File: src/source/rv_isa_pkg.sv
/*
 * ISA description for the nibble-serial core: opcodes, funct3 codes,
 * ALU operations and register file dimensions.
 * Shared by the decoder, the core and the testbench model.
 */
`default_nettype none

package rv_isa_pkg;

    localparam int XLEN          = 32;
    localparam int NUM_REGS      = 16;
    localparam int REG_ADDR_BITS = 4;
    localparam int NIBBLES       = XLEN / 4;  // One nibble per clock

    localparam logic [6:0] OPC_OP     = 7'b0110011;
    localparam logic [6:0] OPC_OP_IMM = 7'b0010011;
    localparam logic [6:0] OPC_LUI    = 7'b0110111;

    localparam logic [2:0] F3_ADD_SUB = 3'b000;
    localparam logic [2:0] F3_XOR     = 3'b100;
    localparam logic [2:0] F3_OR      = 3'b110;
    localparam logic [2:0] F3_AND     = 3'b111;

    // Pass forwards the second operand unchanged, which is how LUI gets its result
    typedef enum logic [2:0] {
        op_add,
        op_sub,
        op_and,
        op_or,
        op_xor,
        op_pass
    } alu_op_t;

    typedef enum logic {
        src_reg,
        src_imm
    } src_b_t;

endpackage

`default_nettype wire

File: src/source/fetch_pkg.sv
/*
 * Dimensions of the halfword fetch path and its credit counter.
 * The fetch source starts out with FETCH_DEPTH credits.
 */
`default_nettype none

package fetch_pkg;

    localparam int FETCH_DEPTH = 4;
    localparam int HALF_W      = 16;
    localparam int CREDIT_W    = 3;  // Holds 0 to FETCH_DEPTH

endpackage

`default_nettype wire

File: src/source/instr_prefetch.sv
/*
 * Halfword prefetch buffer. Halfwords from the fetch source land in a small
 * FIFO and are moved one per cycle into a two-half assembly register.
 * Every move hands one credit back to the source on the next cycle.
 */
`default_nettype none

module instr_prefetch (
    input  wire                           clk,
    input  wire                           rstn,
    input  wire                           fetch_valid,
    input  wire  [fetch_pkg::HALF_W-1:0]  fetch_data,
    input  wire                           instr_take,
    output logic                          fetch_credit,
    output logic                          instr_avail,
    output logic [31:0]                   instr_word
);

    localparam int PTR_W = $clog2(fetch_pkg::FETCH_DEPTH);
    localparam logic [fetch_pkg::CREDIT_W-1:0] FULL_COUNT =
        fetch_pkg::FETCH_DEPTH[fetch_pkg::CREDIT_W-1:0];

    logic [fetch_pkg::HALF_W-1:0]   fifo_mem [fetch_pkg::FETCH_DEPTH];
    logic [PTR_W-1:0]               wr_ptr;
    logic [PTR_W-1:0]               rd_ptr;
    logic [fetch_pkg::CREDIT_W-1:0] fifo_count;

    logic [fetch_pkg::HALF_W-1:0]   asm_lo;
    logic [fetch_pkg::HALF_W-1:0]   asm_hi;
    logic [1:0]                     half_cnt;  // Two halves held make a full word
    logic                           move;

    // Head of the FIFO is read directly, so a move can follow the write by one cycle
    assign move = (fifo_count != '0) && !half_cnt[1];

    always_ff @(posedge clk) begin
        if (fetch_valid) begin
            fifo_mem[wr_ptr] <= fetch_data;
        end
        if (move) begin
            if (half_cnt[0]) begin
                asm_hi <= fifo_mem[rd_ptr];
            end else begin
                asm_lo <= fifo_mem[rd_ptr];  // Lower half always arrives first
            end
        end
    end

    always_ff @(posedge clk) begin
        if (!rstn) begin
            wr_ptr       <= '0;
            rd_ptr       <= '0;
            fifo_count   <= '0;
            half_cnt     <= '0;
            fetch_credit <= 1'b0;
        end else begin
            if (fetch_valid) begin
                wr_ptr <= wr_ptr + 1'b1;
            end
            if (move) begin
                rd_ptr <= rd_ptr + 1'b1;
            end

            case ({fetch_valid, move})
                2'b10:   fifo_count <= fifo_count + 1'b1;
                2'b01:   fifo_count <= fifo_count - 1'b1;
                default: fifo_count <= fifo_count;
            endcase

            // A take only happens with a full word, when no move is possible
            if (instr_take) begin
                half_cnt <= '0;
            end else if (move) begin
                half_cnt <= half_cnt + 1'b1;
            end

            fetch_credit <= move;
        end
    end

    assign instr_avail = half_cnt[1];
    assign instr_word  = {asm_hi, asm_lo};

    // The source may only send while it holds credits, so the FIFO never overflows
    a_no_overflow: assert property (@(posedge clk) disable iff (!rstn)
        fetch_valid |-> fifo_count != FULL_COUNT);

    a_take_when_avail: assert property (@(posedge clk) disable iff (!rstn)
        instr_take |-> instr_avail);

endmodule

`default_nettype wire

File: src/source/instr_decoder.sv
/*
 * Combinational decoder for the supported subset: register ALU ops,
 * ALU immediates and LUI. Anything else is flagged as illegal.
 */
`default_nettype none

module instr_decoder (
    input  wire  [31:0]                          instr_word,
    output rv_isa_pkg::alu_op_t                  alu_op,
    output rv_isa_pkg::src_b_t                   src_b,
    output logic [rv_isa_pkg::REG_ADDR_BITS-1:0] rs1,
    output logic [rv_isa_pkg::REG_ADDR_BITS-1:0] rs2,
    output logic [rv_isa_pkg::REG_ADDR_BITS-1:0] rd,
    output logic [rv_isa_pkg::XLEN-1:0]          imm,
    output logic                                 illegal
);

    logic [6:0] opcode;
    logic [2:0] funct3;
    logic [6:0] funct7;
    logic [4:0] rd_f;
    logic [4:0] rs1_f;
    logic [4:0] rs2_f;

    function automatic logic reg_ok(input logic [4:0] field);
        return int'(field) < rv_isa_pkg::NUM_REGS;
    endfunction

    assign opcode = instr_word[6:0];
    assign rd_f   = instr_word[11:7];
    assign funct3 = instr_word[14:12];
    assign rs1_f  = instr_word[19:15];
    assign rs2_f  = instr_word[24:20];
    assign funct7 = instr_word[31:25];

    always_comb begin
        alu_op  = rv_isa_pkg::op_add;
        src_b   = rv_isa_pkg::src_reg;
        rs1     = rs1_f[rv_isa_pkg::REG_ADDR_BITS-1:0];
        rs2     = rs2_f[rv_isa_pkg::REG_ADDR_BITS-1:0];
        rd      = rd_f[rv_isa_pkg::REG_ADDR_BITS-1:0];
        imm     = {{20{instr_word[31]}}, instr_word[31:20]};
        illegal = 1'b0;

        case (opcode)
            rv_isa_pkg::OPC_OP: begin
                illegal = !reg_ok(rd_f) || !reg_ok(rs1_f) || !reg_ok(rs2_f);
                case (funct3)
                    // Only bit 30 of funct7 may be set, and only for SUB
                    rv_isa_pkg::F3_ADD_SUB: begin
                        alu_op = instr_word[30] ? rv_isa_pkg::op_sub : rv_isa_pkg::op_add;
                        illegal = illegal || ({funct7[6], funct7[4:0]} != '0);
                    end
                    rv_isa_pkg::F3_XOR: alu_op = rv_isa_pkg::op_xor;
                    rv_isa_pkg::F3_OR:  alu_op = rv_isa_pkg::op_or;
                    rv_isa_pkg::F3_AND: alu_op = rv_isa_pkg::op_and;
                    default:            illegal = 1'b1;
                endcase
                if (funct3 != rv_isa_pkg::F3_ADD_SUB && funct7 != '0) begin
                    illegal = 1'b1;
                end
            end
            rv_isa_pkg::OPC_OP_IMM: begin
                src_b   = rv_isa_pkg::src_imm;
                illegal = !reg_ok(rd_f) || !reg_ok(rs1_f);
                case (funct3)
                    rv_isa_pkg::F3_ADD_SUB: alu_op = rv_isa_pkg::op_add;
                    rv_isa_pkg::F3_XOR:     alu_op = rv_isa_pkg::op_xor;
                    rv_isa_pkg::F3_OR:      alu_op = rv_isa_pkg::op_or;
                    rv_isa_pkg::F3_AND:     alu_op = rv_isa_pkg::op_and;
                    default:                illegal = 1'b1;  // Shifts and compares
                endcase
            end
            rv_isa_pkg::OPC_LUI: begin
                alu_op  = rv_isa_pkg::op_pass;
                src_b   = rv_isa_pkg::src_imm;
                rs1     = '0;
                imm     = {instr_word[31:12], 12'b0};
                illegal = !reg_ok(rd_f);
            end
            default: illegal = 1'b1;
        endcase
    end

endmodule

`default_nettype wire

File: src/source/serial_alu_core.sv
/*
 * Nibble-serial execution core with a 16 entry register file.
 * Takes one decoded instruction when idle and spends 8 cycles on it,
 * retiring in the last one. Illegal instructions spend a single cycle.
 */
`default_nettype none

module serial_alu_core (
    input  wire                                  clk,
    input  wire                                  rstn,
    input  wire                                  instr_avail,
    input  wire rv_isa_pkg::alu_op_t             alu_op,
    input  wire rv_isa_pkg::src_b_t              src_b,
    input  wire  [rv_isa_pkg::REG_ADDR_BITS-1:0] rs1,
    input  wire  [rv_isa_pkg::REG_ADDR_BITS-1:0] rs2,
    input  wire  [rv_isa_pkg::REG_ADDR_BITS-1:0] rd,
    input  wire  [rv_isa_pkg::XLEN-1:0]          imm,
    input  wire                                  illegal,
    output logic                                 instr_take,
    output logic                                 retire_valid,
    output logic [rv_isa_pkg::REG_ADDR_BITS-1:0] retire_rd,
    output logic [rv_isa_pkg::XLEN-1:0]          retire_value,
    output logic                                 illegal_instr
);

    localparam int CNT_W = $clog2(rv_isa_pkg::NIBBLES);

    logic [rv_isa_pkg::XLEN-1:0]          regs [rv_isa_pkg::NUM_REGS];

    rv_isa_pkg::alu_op_t                  op_q;
    rv_isa_pkg::src_b_t                   src_b_q;
    logic [rv_isa_pkg::REG_ADDR_BITS-1:0] rs1_q;
    logic [rv_isa_pkg::REG_ADDR_BITS-1:0] rs2_q;
    logic [rv_isa_pkg::REG_ADDR_BITS-1:0] rd_q;
    logic [rv_isa_pkg::XLEN-1:0]          imm_q;

    logic                                 busy;
    logic                                 ill_q;
    logic [CNT_W-1:0]                     cnt;
    logic                                 carry_q;
    logic [rv_isa_pkg::XLEN-1:0]          result_q;

    logic                                 last;
    logic [rv_isa_pkg::XLEN-1:0]          a_word;
    logic [rv_isa_pkg::XLEN-1:0]          b_word;
    logic [3:0]                           a_nib;
    logic [3:0]                           b_nib;
    logic [3:0]                           b_add;
    logic [4:0]                           sum;
    logic [3:0]                           res_nib;
    logic [rv_isa_pkg::XLEN-1:0]          final_value;

    assign instr_take = instr_avail && !busy && !ill_q;
    assign last       = busy && (cnt == CNT_W'(rv_isa_pkg::NIBBLES - 1));

    // Register file only changes at the end of an instruction, so operands are read live
    always_comb begin
        a_word = (rs1_q == '0) ? '0 : regs[rs1_q];
        if (src_b_q == rv_isa_pkg::src_imm) begin
            b_word = imm_q;
        end else begin
            b_word = (rs2_q == '0) ? '0 : regs[rs2_q];
        end

        a_nib = a_word[{cnt, 2'b00} +: 4];
        b_nib = b_word[{cnt, 2'b00} +: 4];
        b_add = (op_q == rv_isa_pkg::op_sub) ? ~b_nib : b_nib;  // Carry starts at 1 for SUB
        sum   = {1'b0, a_nib} + {1'b0, b_add} + {4'b0, carry_q};

        case (op_q)
            rv_isa_pkg::op_add, rv_isa_pkg::op_sub: res_nib = sum[3:0];
            rv_isa_pkg::op_and:                     res_nib = a_nib & b_nib;
            rv_isa_pkg::op_or:                      res_nib = a_nib | b_nib;
            rv_isa_pkg::op_xor:                     res_nib = a_nib ^ b_nib;
            default:                                res_nib = b_nib;
        endcase
    end

    assign final_value = {res_nib, result_q[rv_isa_pkg::XLEN-1:4]};

    always_ff @(posedge clk) begin
        if (instr_take) begin
            op_q    <= alu_op;
            src_b_q <= src_b;
            rs1_q   <= rs1;
            rs2_q   <= rs2;
            rd_q    <= rd;
            imm_q   <= imm;
            carry_q <= (alu_op == rv_isa_pkg::op_sub);
        end else if (busy) begin
            carry_q  <= sum[4];
            result_q <= final_value;  // Nibbles shift in from the top
        end
    end

    always_ff @(posedge clk) begin
        if (!rstn) begin
            busy  <= 1'b0;
            ill_q <= 1'b0;
            cnt   <= '0;
        end else begin
            ill_q <= instr_take && illegal;
            if (instr_take) begin
                busy <= !illegal;
                cnt  <= '0;
            end else if (busy) begin
                cnt <= cnt + 1'b1;
                if (last) begin
                    busy <= 1'b0;
                end
            end
        end
    end

    always_ff @(posedge clk) begin
        if (!rstn) begin
            for (int i = 0; i < rv_isa_pkg::NUM_REGS; i++) begin
                regs[i] <= '0;
            end
        end else if (last && rd_q != '0) begin
            regs[rd_q] <= final_value;
        end
    end

    assign retire_valid  = last;
    assign retire_rd     = rd_q;
    assign retire_value  = (rd_q == '0) ? '0 : final_value;
    assign illegal_instr = ill_q;

    a_retire_or_illegal: assert property (@(posedge clk) disable iff (!rstn)
        retire_valid |-> !illegal_instr);

endmodule

`default_nettype wire

File: src/source/serial_cpu_top.sv
/*
 * Top level of the serial execution subsystem.
 * Halfwords come in under credit flow control and results leave on the retire port.
 */
`default_nettype none

module serial_cpu_top (
    input  wire         clk,
    input  wire         rstn,
    input  wire         fetch_valid,
    input  wire  [15:0] fetch_data,
    output logic        fetch_credit,
    output logic        retire_valid,
    output logic [3:0]  retire_rd,
    output logic [31:0] retire_value,
    output logic        illegal_instr
);

    logic                instr_avail;
    logic                instr_take;
    logic [31:0]         instr_word;

    rv_isa_pkg::alu_op_t alu_op;
    rv_isa_pkg::src_b_t  src_b;
    logic [3:0]          rs1;
    logic [3:0]          rs2;
    logic [3:0]          rd;
    logic [31:0]         imm;
    logic                illegal;

    instr_prefetch i_prefetch (
        .clk          (clk),
        .rstn         (rstn),
        .fetch_valid  (fetch_valid),
        .fetch_data   (fetch_data),
        .instr_take   (instr_take),
        .fetch_credit (fetch_credit),
        .instr_avail  (instr_avail),
        .instr_word   (instr_word)
    );

    instr_decoder i_decoder (
        .instr_word (instr_word),
        .alu_op     (alu_op),
        .src_b      (src_b),
        .rs1        (rs1),
        .rs2        (rs2),
        .rd         (rd),
        .imm        (imm),
        .illegal    (illegal)
    );

    serial_alu_core i_core (
        .clk           (clk),
        .rstn          (rstn),
        .instr_avail   (instr_avail),
        .alu_op        (alu_op),
        .src_b         (src_b),
        .rs1           (rs1),
        .rs2           (rs2),
        .rd            (rd),
        .imm           (imm),
        .illegal       (illegal),
        .instr_take    (instr_take),
        .retire_valid  (retire_valid),
        .retire_rd     (retire_rd),
        .retire_value  (retire_value),
        .illegal_instr (illegal_instr)
    );

endmodule

`default_nettype wire

File: config.mk
export PLATFORM = sky130hd
export DESIGN_NAME = serial_cpu_top
export DESIGN_NICKNAME = d
export VERILOG_FILES = /design/src/source/rv_isa_pkg.sv /design/src/source/fetch_pkg.sv /design/src/source/instr_prefetch.sv /design/src/source/instr_decoder.sv /design/src/source/serial_alu_core.sv /design/src/source/serial_cpu_top.sv
export SDC_FILE = /design/constraint.sdc
export NUM_CORES = 1
export LEC_CHECK = 0
export BUFFER_PORTS_ARGS = -buffer_cell sky130_fd_sc_hd__buf_4
export CAP_MARGIN = 20
export CORE_MARGIN = 1
export CORE_UTILIZATION = 35
export DETAILED_ROUTE_END_ITERATION = 8
export SYNTH_ARGS = -nofsm -noshare
export SYNTH_HDL_FRONTEND = slang
export SYNTH_SLANG_ARGS = --single-unit
File: constraint.sdc
create_clock -name clk -period 6.4 [get_ports clk]
set_clock_uncertainty 0.1 [all_clocks]
set_input_delay 0.32 -clock clk [delete_from_list [all_inputs] [get_ports clk]]
set_output_delay 0.32 -clock clk [all_outputs]
set_load 0.01 [all_outputs]
# Word-level counts from Yosys, hierarchy flattened

Memory sizes are Yosys's and may differ from the RTL's. A register that Yosys moved wholly into a read port is not among the register bits.
Cells that the tools add are included.

Register bits after elaboration: 128
Memories: 2
RAM bits: 576
Logic and storage cells: 129
Output and inout bits: 39
Input port bits: 19

Memories:

| memory              | words | bits a word | rd ports | clocked after Yosys merged registers in | wr ports | line                  | RTL |
|---|---|---|---|---|---|---|---|
| i_core.regs         | 16    | 32          | 2        | 2                                       | 16       | serial_alu_core.sv:28 | `logic [rv_isa_pkg::XLEN-1:0] regs [rv_isa_pkg::NUM_REGS];` |
| i_prefetch.fifo_mem | 4     | 16          | 1        | 1                                       | 1        | instr_prefetch.sv:23  | `logic [fetch_pkg::HALF_W-1:0] fifo_mem [fetch_pkg::FETCH_DEPTH];` |

Shift operators: 2
Reductions and logical operators: 38
Equality and inequality tests: 14
Muxes and demuxes: 36
Magnitude comparators: 3
Bitwise operators: 7
Add/sub/neg operators: 8

Operator list:

| cell                | count |
|---|---|
| $mux 32             | 5 |
| $shiftx 32x6->4     | 2 |
| $reduce_or 32->1    | 1 |
| $mux 31             | 1 |
| $mux 4              | 5 |
| $pmux 3 s3          | 2 |
| $mux 1              | 16 |
| $pmux 4 s4          | 1 |
| $eq 3x3->1 const B  | 5 |
| $lt 5x5->1 const B  | 3 |
| $eq 7x6->1 const B  | 2 |
| $logic_not 4->1     | 3 |
| $pmux 3 s4          | 1 |
| $eq 7x5->1 const B  | 1 |
| $logic_and 1x1->1   | 7 |
| $logic_not 1->1     | 7 |
| $reduce_bool 7->1   | 1 |
| $add 2x1->2 const B | 3 |
| $add 3x1->3 const B | 2 |
| $eq 3x1->1 const B  | 2 |
| $eq 3x2->1 const B  | 2 |
| $logic_not 3->1     | 2 |
| $pmux 3 s2          | 1 |
| $reduce_and 2->1    | 3 |
| other kinds (21)    | 30 |

# Depth between registers and ports, before layout

Gate-level depths: netlist of run 1.

Depth after elaboration: 10
Depth in mapped cells: 21
Gate-level depth less buffers: 16

# Cells and area by module

Synthesis of run 1 repeated with hierarchy kept, for this count alone.

Cell total of the unflattened synthesis: 2346
Area total of the unflattened synthesis: 35900.7 µm²

By module, submodules not included:

| module          | times used | area an instance (µm²) | cells each |
|---|---|---|---|
| serial_alu_core | 1          | 31497.7                | 2095 |
| instr_prefetch  | 1          | 3896.2                 | 176 |
| instr_decoder   | 1          | 506.7                  | 75 |

# Worst setup path after synthesis of run 1

OpenSTA, ideal clock, no wires.

Path kind: register to output
From: register (tool-made name)
To: output port retire_value[29]
Stages on the path, launching flop included: 17
Arrival time: 4.571 ns
Required time: 5.980 ns
Buffers on the path: 3
Path slack: 1.409 ns
Cells stage by stage: dfxtp_1 buf_2 buf_2 mux4_2 mux4_2 mux4_2 a22o_1 inv_2 fa_1 inv_1 fa_1 nor2b_1 a211oi_1 a21oi_1 o22ai_1 clkbuf_1 nor3_1

RTL lines:

| element   | line                 | RTL |
|---|---|---|
| to (decl) | serial_cpu_top.sv:15 | `output logic [31:0] retire_value,` |

==> results of run 1 <==
==> final cells by class <==
type	count	share of cell area, %
Sequential cell	710	52.4
Multi-Input combinational cell	1337	33.6
Clock buffer	93	5.09
Tap cell	1298	4.03
Timing Repair Buffer	159	3.36
Clock inverter	46	1.29
Inverter	28	0.261
==> cells by family (layout without fill, tap and decap cells) <==
kind of cell,after synthesis,after routing
AOI/OAI and AO/OA,140,140
xor gates and xnor gates,12,12
adders and majority gates,21,21
buffers and inverters,251,326
DFF,710,710
muxes,358,358
other,1,32
and+or+nand+nor,774,774
==> what timing repair did <==
item | 4_1_cts | 5_1_grt
hold endpoints to repair | 66 | 0
setup endpoints to repair | 0 | 3
setup buffers | 0 | 0
hold buffers | 17 | 0
resized for setup | 0 | 4
==> power breakdown <==
group	switching [µW]	total (µW)	internal [µW]
sequential	457	6020	5560
clock	1910	4580	2660
combinational	2210	4170	1950
total	4580	14800	10200
==> Yosys cell counts (8+ instances only) <==
cell,count,share of area (%)
a21o_1,20,0.42
a21oi_1,18,0.25
a22oi_1,19,0.40
and2_1,137,2.4
and3_1,317,5.6
buf_1,17,0.18
buf_2,31,0.44
buf_4,11,0.23
clkbuf_1,157,1.7
dfxtp_1,25,1.4
edfxtp_1,685,58
ha_1,18,0.64
inv_1,19,0.20
inv_2,8,0.085
mux2_1,9,0.29
mux2_2,12,0.38
mux2i_1,30,0.85
mux4_2,307,20
nand2_1,95,1.0
nand3_1,24,0.34
nor2_1,64,0.68
nor2b_1,43,0.76
nor3_1,60,0.85
o21ai_0,13,0.18
o22ai_1,10,0.18
==> how the worst min path moves through the flow <==
| stage | start | end | slack, ps | depth (start not counted) |
|---|---|---|---|---|
| floorplan | i_prefetch.asm_lo[7] | i_core.retire_rd[0] | 300 | 0 |
| global placement | i_prefetch.asm_lo[9] | i_core.retire_rd[2] | 300 | 0 |
| detailed placement | i_prefetch.asm_lo[9] | i_core.retire_rd[2] | 300 | 0 |
| CTS | rstn | i_core.busy | 40 | 2 |
| global route | rstn | i_core.busy | 60 | 2 |
| finish | rstn | i_core.busy | 80 | 2 |
==> worst max-delay path: stages, from the launching register on <==
cell,delay [ps]
dfxtp_4,640
buf_12,270
buf_12,260
buf_4,280
mux4_2,530
mux4_2,470
mux4_2,550
a22o_1,300
ha_1,360
o21ai_0,150
nor3b_1,170
o31a_1,280
o22ai_1,180
o21ai_2,110
nor2_1,280
buf_4,190
==> routing by layer <==
| layer | part of all wire (%) | up-vias |
|---|---|---|
| met5 | 0.024 | - |
| met4 | 3.7 | 4 |
| met3 | 9.4 | 272 |
| met2 | 48 | 1306 |
| met1 | 38 | 11588 |
| li1 | - | 9100 |
==> state kept, by name, summed over array words and instances, names as in the netlist, named ones only <==
signal / cells
i_prefetch.rd_ptr: 2
i_core.op_q: 3
i_core.busy: 1
i_prefetch.fifo_mem: 64
i_core.result_q: 28
i_core.illegal_instr: 1
i_core.imm_q: 32
i_prefetch.fetch_credit: 1
i_prefetch.asm_hi: 16
i_core.retire_rd: 4
i_core.regs: 512
i_prefetch.fifo_count: 3
i_prefetch.half_cnt: 2
i_core.rs1_q: 4
i_prefetch.wr_ptr: 2
i_core.rs2_q: 4
i_core.carry_q: 1
i_core.cnt: 3
i_prefetch.asm_lo: 16
i_core.src_b_q: 1
==> through the flow <==
step           utilization (%)  setup WS [ps]  cells
6_report                  40.2            285   3671
5_1_grt                   40.2           54.3   3671
4_1_cts                   40.2            187   3669
3_5_place_dp              37.4            890   3513
3_3_place_gp              37.4            856   3512
2_1_floorplan                -           1410   2298
==> summary.md, run 1 <==
| Metric | Value |
|---|---|
| Final-layout fill cell count | between 9k and 10k |
| CP required | 5980 ps |
| IO Pins | 58 |
| Placer Congestion | 0.881 |
| Max Cap Viol | 0 |
| Hpwl dp | roughly 67 mm |
| Overall power | 14800 µW |
| Run status | finished, final reports clean |
| Clock sink count | 710 |
| Starting Density | 35.3% |
| Multi-input logic area | 0.0135 mm² |
| Clock slew at reported path FFs | 60 ps |
| Initial DRC count | 2916 |
| Worst Tran Pin Value | 1160 ps |
| Post-Synth Adder-Cell Area | 0.806% |
| Initial antenna violation count | 6 |
| Worst reg2reg setup slack | between 1000 and 1500 ps |
| Cells after synthesis | 2267 |
| Avg Cell Area, Syn | 15.6 µm² |
| Fin. max-slew vios | 0 |
| Crit-path max FO | 25 |
| Setup crit start kind | flop |
| Post-DR wirelength/cell | 30.8 µm |
| Total wire length | 113 mm |
| Fin crit share | 95.5% |
| Setup TNS | 0 ps |
| Pin count of the biggest net entering global routing | 89 |
| Synth warn | 0 |
| GRT met1 Usage | 28.4% |
| Via/cell ratio | 6.07 |
| Multiplexer area fraction after synthesis | about a fifth |
| NumNets Final | 2354 |
| Vias in the first global route | 22.7k |
| Layout cells sized above 1 | 26.7% |
| Post-synth EDFFs | between 600 and 700 |
| Post-synth cell types | 72 |
| WS Path Type | flop to output pin |
| Yosys reg bits | 710 |
| Ys async rst share | 0% |
| Layer with the highest usage | met2 |
| PD cells | 366 mW/mm² |
| Final hold vios | 0 |
| R2R depth | 17 |
| CP arrival | 5690 ps |
| FP Rows | 116 |
| Achievable frequency | 164 MHz |
| CP Capture Type | output pin |
| Met3 Track Usage GR | about 4.7% |
| CTS Buffer Depth | 3 |
| Synth Area in Compound Gates | 2.91% |
| Commonest non-fill, non-tap cell in the layout | edfxtp_1 |
| Area grow syn2layout | 13.8% |
| Die area | 0.102 mm² |
| Die height | around 320 µm |
| Max VDD drop | 0.204 mV |
| Buffers on Ports | 57 |
| Post-DP Area | between 0.03 and 0.04 mm² |
| Ys flop type | edfxtp_1 |
| TritonCTS clock tree | built |
| Unrepaired setup endpoints after global routing | no |
| Final instance area | 0.0403 mm² |
| Register area share after synthesis | 59.5% |
| GRT overflow | 0 |
| # diodes | 0 |
| First-pass GRT wire length | 163 mm |
| Synth Cell Area | 0.0354 mm² |
| Area of the core | 0.100 mm² |
| Critical R2R Capture | i_core.regs[1][29] |
| Largest family of logic cells by synthesized area | multiplexers |
| Relative slew slack | 22.6% |
| H-tree depth | 3 |
| Antenna-violating nets left | 0 |
| CP endpoint | retire_value[31] |
| Register area | 0.0211 mm² |
| Endpoints failing setup | 0 |
| Hold Slack | 84.0 ps |
| Met2 usage | 36.2% |
| Clock Tree Root | clkbuf_16 |
| Vias | roughly 22k |
| Clock period minus worst slack | just over 6000 ps |
| DRC | 0 |
| Post-synthesis simple-gate area fraction | 12.3% |
| Leakage Power | 0.0146 µW |
| Worst min path class | input port to flop |
| Total track usage | between 20% and 30% |
| Post-Synth XOR/XNOR Area | less than 1% |
| Most frequent cells in the layout | 685 x edfxtp_1, 316 x and3_1, 307 x mux4_2 |
| Die Span X | around 320 µm |
| Drt pass-1 iters | 6 |
| CTS Buf Count | 78 |
| Clk_lat worst skew | 650 ps |
Note: power is estimated with default switching activity, not from simulation.
==> inputs of run 2 (changes only) <==
--- a/config.mk
+++ b/config.mk
@@ -7,9 +7,10 @@
 export LEC_CHECK = 0
 export BUFFER_PORTS_ARGS = -buffer_cell sky130_fd_sc_hd__buf_4
 export CAP_MARGIN = 20
-export CORE_MARGIN = 1
+export CORE_MARGIN = 8
 export CORE_UTILIZATION = 35
 export DETAILED_ROUTE_END_ITERATION = 8
+export MAX_ROUTING_LAYER = met4
 export SYNTH_ARGS = -nofsm -noshare
 export SYNTH_HDL_FRONTEND = slang
 export SYNTH_SLANG_ARGS = --single-unit
==> run 2 against run 1 <==
Effect of this change: die area up 8.9%; core utilization about the same; wire length down 0.66%; largest power group unchanged; sequential share of layout area down 0.062 points; count of clock-buffer cells in the layout down 1; highest routed layer is now met4.
==> summary.md, run 2 (synthesized netlist as in run 1, its figures left out) <==
| Metric | Value |
|---|---|
| Run status | finished, final reports clean (unchanged) |
| Most frequent cells in the layout | 685 x edfxtp_1, 315 x and3_1, 307 x mux4_2 (was 685 x edfxtp_1, 316 x and3_1, 307 x mux4_2) |
| Total track usage | 20.2% (was 22.0%) |
| Relative slew slack | 19.0% (was 22.6%) |
| Post-placement cell count | 3508 (was 3513) |
| NumNets Final | 2358 (was 2354) |
| PD cells | 367 mW/mm² (was 366 mW/mm²) |
| IO Pins | 58 (unchanged) |
| Fin crit share | 97.2% (was 95.5%) |
| Buffers on Ports | 57 (unchanged) |
| H-tree depth | 3 (unchanged) |
| Clock Tree Root | clkbuf_16 (unchanged) |
| CTS Buf Count | 78 (unchanged) |
| Hpwl dp | 66.7 mm (was 67.1 mm) |
| Setup crit start kind | flop (unchanged) |
| Crit-path max FO | 13 (was 25) |
| Commonest non-fill, non-tap cell in the layout | edfxtp_1 (unchanged) |
| Clk_lat worst skew | 650 ps (about the same) |
| Clock slew at reported path FFs | 60 ps (about the same) |
| Switching Share | 31.5% (was 31.1%) |
| Area grow syn2layout | 13.9% (was 13.8%) |
| Die Span X | 334 µm (was 320 µm) |
| Via/cell ratio | 6.04 (was 6.07) |
| Area of the core | 0.100 mm² (unchanged) |
| Worst min path class | input port to flop (unchanged) |
| Setup TNS | 0 ps (unchanged) |
| Die height | 334 µm (was 320 µm) |
| Regs by FF count | i_core.regs (512), i_prefetch.fifo_mem (64), i_core.imm_q (32) (unchanged) |
| Clock period minus worst slack | 6220 ps (was 6110 ps) |
| Initial antenna violation count | 4 (was 6) |
| Layout cells sized above 1 | 26.8% (was 26.7%) |
| Peak per-stage delay on the critical path | 1030 ps (was 640 ps) |
| Vias in the first global route | 22.9k (was 22.7k) |
| Initial DRC count | 2576 (was 2916) |
| CP Capture Type | output pin (unchanged) |
| Die area | 0.112 mm² (was 0.102 mm²) |
| Leakage Power | 0.0147 µW (was 0.0146 µW) |
| Final hold vios | 0 (unchanged) |
| First-pass GRT wire length | 162 mm (was 163 mm) |
| Max VDD drop | 0.182 mV (was 0.204 mV) |
| Sequential power share | 40.2% (was 40.8%) |
| Clock Power Share | 30.6% (was 31.0%) |
| Achievable frequency | 161 MHz (was 164 MHz) |
| Max Cap Viol | 0 (unchanged) |
| CTS Buffer Depth | 3 (unchanged) |
| Max FFs per register | 512 (unchanged) |
| Pin count of the biggest net entering global routing | 80 (was 89) |
| TritonCTS clock tree | built (unchanged) |
| Endpoints failing setup | 0 (unchanged) |
| Layout Utilization | 40.3% (was 40.2%) |
| Drt pass-1 iters | 6 (unchanged) |
| Final WS setup | 182 ps (was 285 ps) |
| Final std cells w/o fill | 3684 (was 3671) |
| Crit-path cells | nor3b_1 > o21ai_0 > o22ai_1 > a211oi_2 > a21oi_1 > xor2_1 > fa_1 > inv_1 > fa_1 > nor2b_1 > a211oi_1 > a21oi_1 > o22ai_1 > nor3_1 > buf_4 > buf_4 (was buf_12 > buf_12 > buf_4 > mux4_2 > mux4_2 > mux4_2 > a22o_1 > ha_1 > o21ai_0 > nor3b_1 > o31a_1 > o22ai_1 > o21ai_2 > nor2_1 > buf_4) |
| CP arrival | 5800 ps (was 5690 ps) |
| Logic gate share of total power | 29.2% (was 28.2%) |
| Vias | 22.3k (about the same) |
| Unrepaired setup endpoints after global routing | no (unchanged) |
| Pint | 10100 µW (was 10200 µW) |
| FP Rows | 116 (unchanged) |
| WS Path Type | flop to output pin (unchanged) |
| GRT overflow | 0 (unchanged) |
| Starting Density | 35.3% (unchanged) |
| Post-DR wirelength/cell | 30.5 µm (was 30.8 µm) |
| Worst path slowest cell | nor3b_1 (was dfxtp_4) |
| Largest reg by FF count | i_core.regs (unchanged) |
| Placer Congestion | 0.898 (was 0.881) |
| DRC | 0 (unchanged) |
| Fin. max-slew vios | 0 (unchanged) |
| Dpl ws | 643 ps (was 890 ps) |
| Hold Slack | 101 ps (was 84.0 ps) |
| Worst Tran Pin Value | 1210 ps (was 1160 ps) |
| Total wire length | 112 mm (was 113 mm) |
| CP required | 5980 ps (about the same) |
| Antenna-violating nets left | 0 (unchanged) |
| Net Sw Power | 4650 µW (was 4580 µW) |
| Clock sink count | 710 (unchanged) |
run 2: cell types whose count changed in the layout (fill, tap and decap cells not counted), sizes merged:
| cell | change |
|---|---|
| clkinv | +9 |
| buf | +5 |
| diode | +3 |
| bufinv | -2 |
| clkbuf | -2 |
| clkinvlp | -1 |
| inv | +1 |
run 2: metrics by stage:
stage	total power, µW	cell area (µm²)
global placement	10100	37400
global route	15300	40300
CTS	14700	40200
floorplan	8780	35500
finish	14800	40300
detailed placement	10200	37500
run 2: final timing paths:
path / depth (start not counted) / from / to / slack [ps]
setup / recovery: 16 / i_core.cnt[0] / retire_value[29] / 180
hold / removal: 2 / rstn / i_core.busy / 100
setup reg to reg: 15 / i_core.cnt[0] / i_core.regs[9][29] / 930
hold reg to reg: 0 / i_prefetch.asm_lo[8] / i_core.retire_rd[1] / 320
run 2: power by group through the flow:
stage / Combinational [µW] / Clock [µW] / Sequential (µW)
after floorplan: 3020 / 0 / 5760
after global placement: 4060 / 0 / 6090
after detailed placement: 4140 / 0 / 6100
after CTS: 4200 / 4560 / 5980
after global routing: 4540 / 4740 / 5980
final: 4320 / 4520 / 5940
run 2: worst max-delay path, delay by kind of cell (launching register included):
kind                       cells  cell delay, ps
buffers and inverters          3             420
AOI/OAI and AO/OA              7            1990
adders and majority gates      2             820
and+or+nand+nor                3            1320
DFF                            1             470
xor gates and xnor gates       1             130
run 2: repair_timing:
action | CTS | global route
endpoints found under the setup margin | 1 | 3
hold endpoints to repair | 66 | 0
setup buffers | 1 | 8
resized for setup | 0 | 2
hold buffers | 17 | 0
run 2: metal layers:
layer	global-route usage, %	up-vias	share of wire, %
met5	-	-	0
li1	-	9119	-
met1	25.1	11667	38
met2	33.1	1220	49
met3	4.04	256	9.1
met4	6.92	0	3.7
run 2: area by class of cell:
| class | count | area [µm²] |
|---|---|---|
| Sequential cell | 710 | 21100 |
| Inverter | 28 | 105 |
| Fill cell | 8945 | 59800 |
| Tap cell | 1298 | 1620 |
| Multi-Input combinational cell | 1337 | 13500 |
| Antenna cell | 3 | 7.51 |
| Clock buffer | 92 | 2050 |
| Timing Repair Buffer | 163 | 1460 |
| Clock inverter | 53 | 487 |
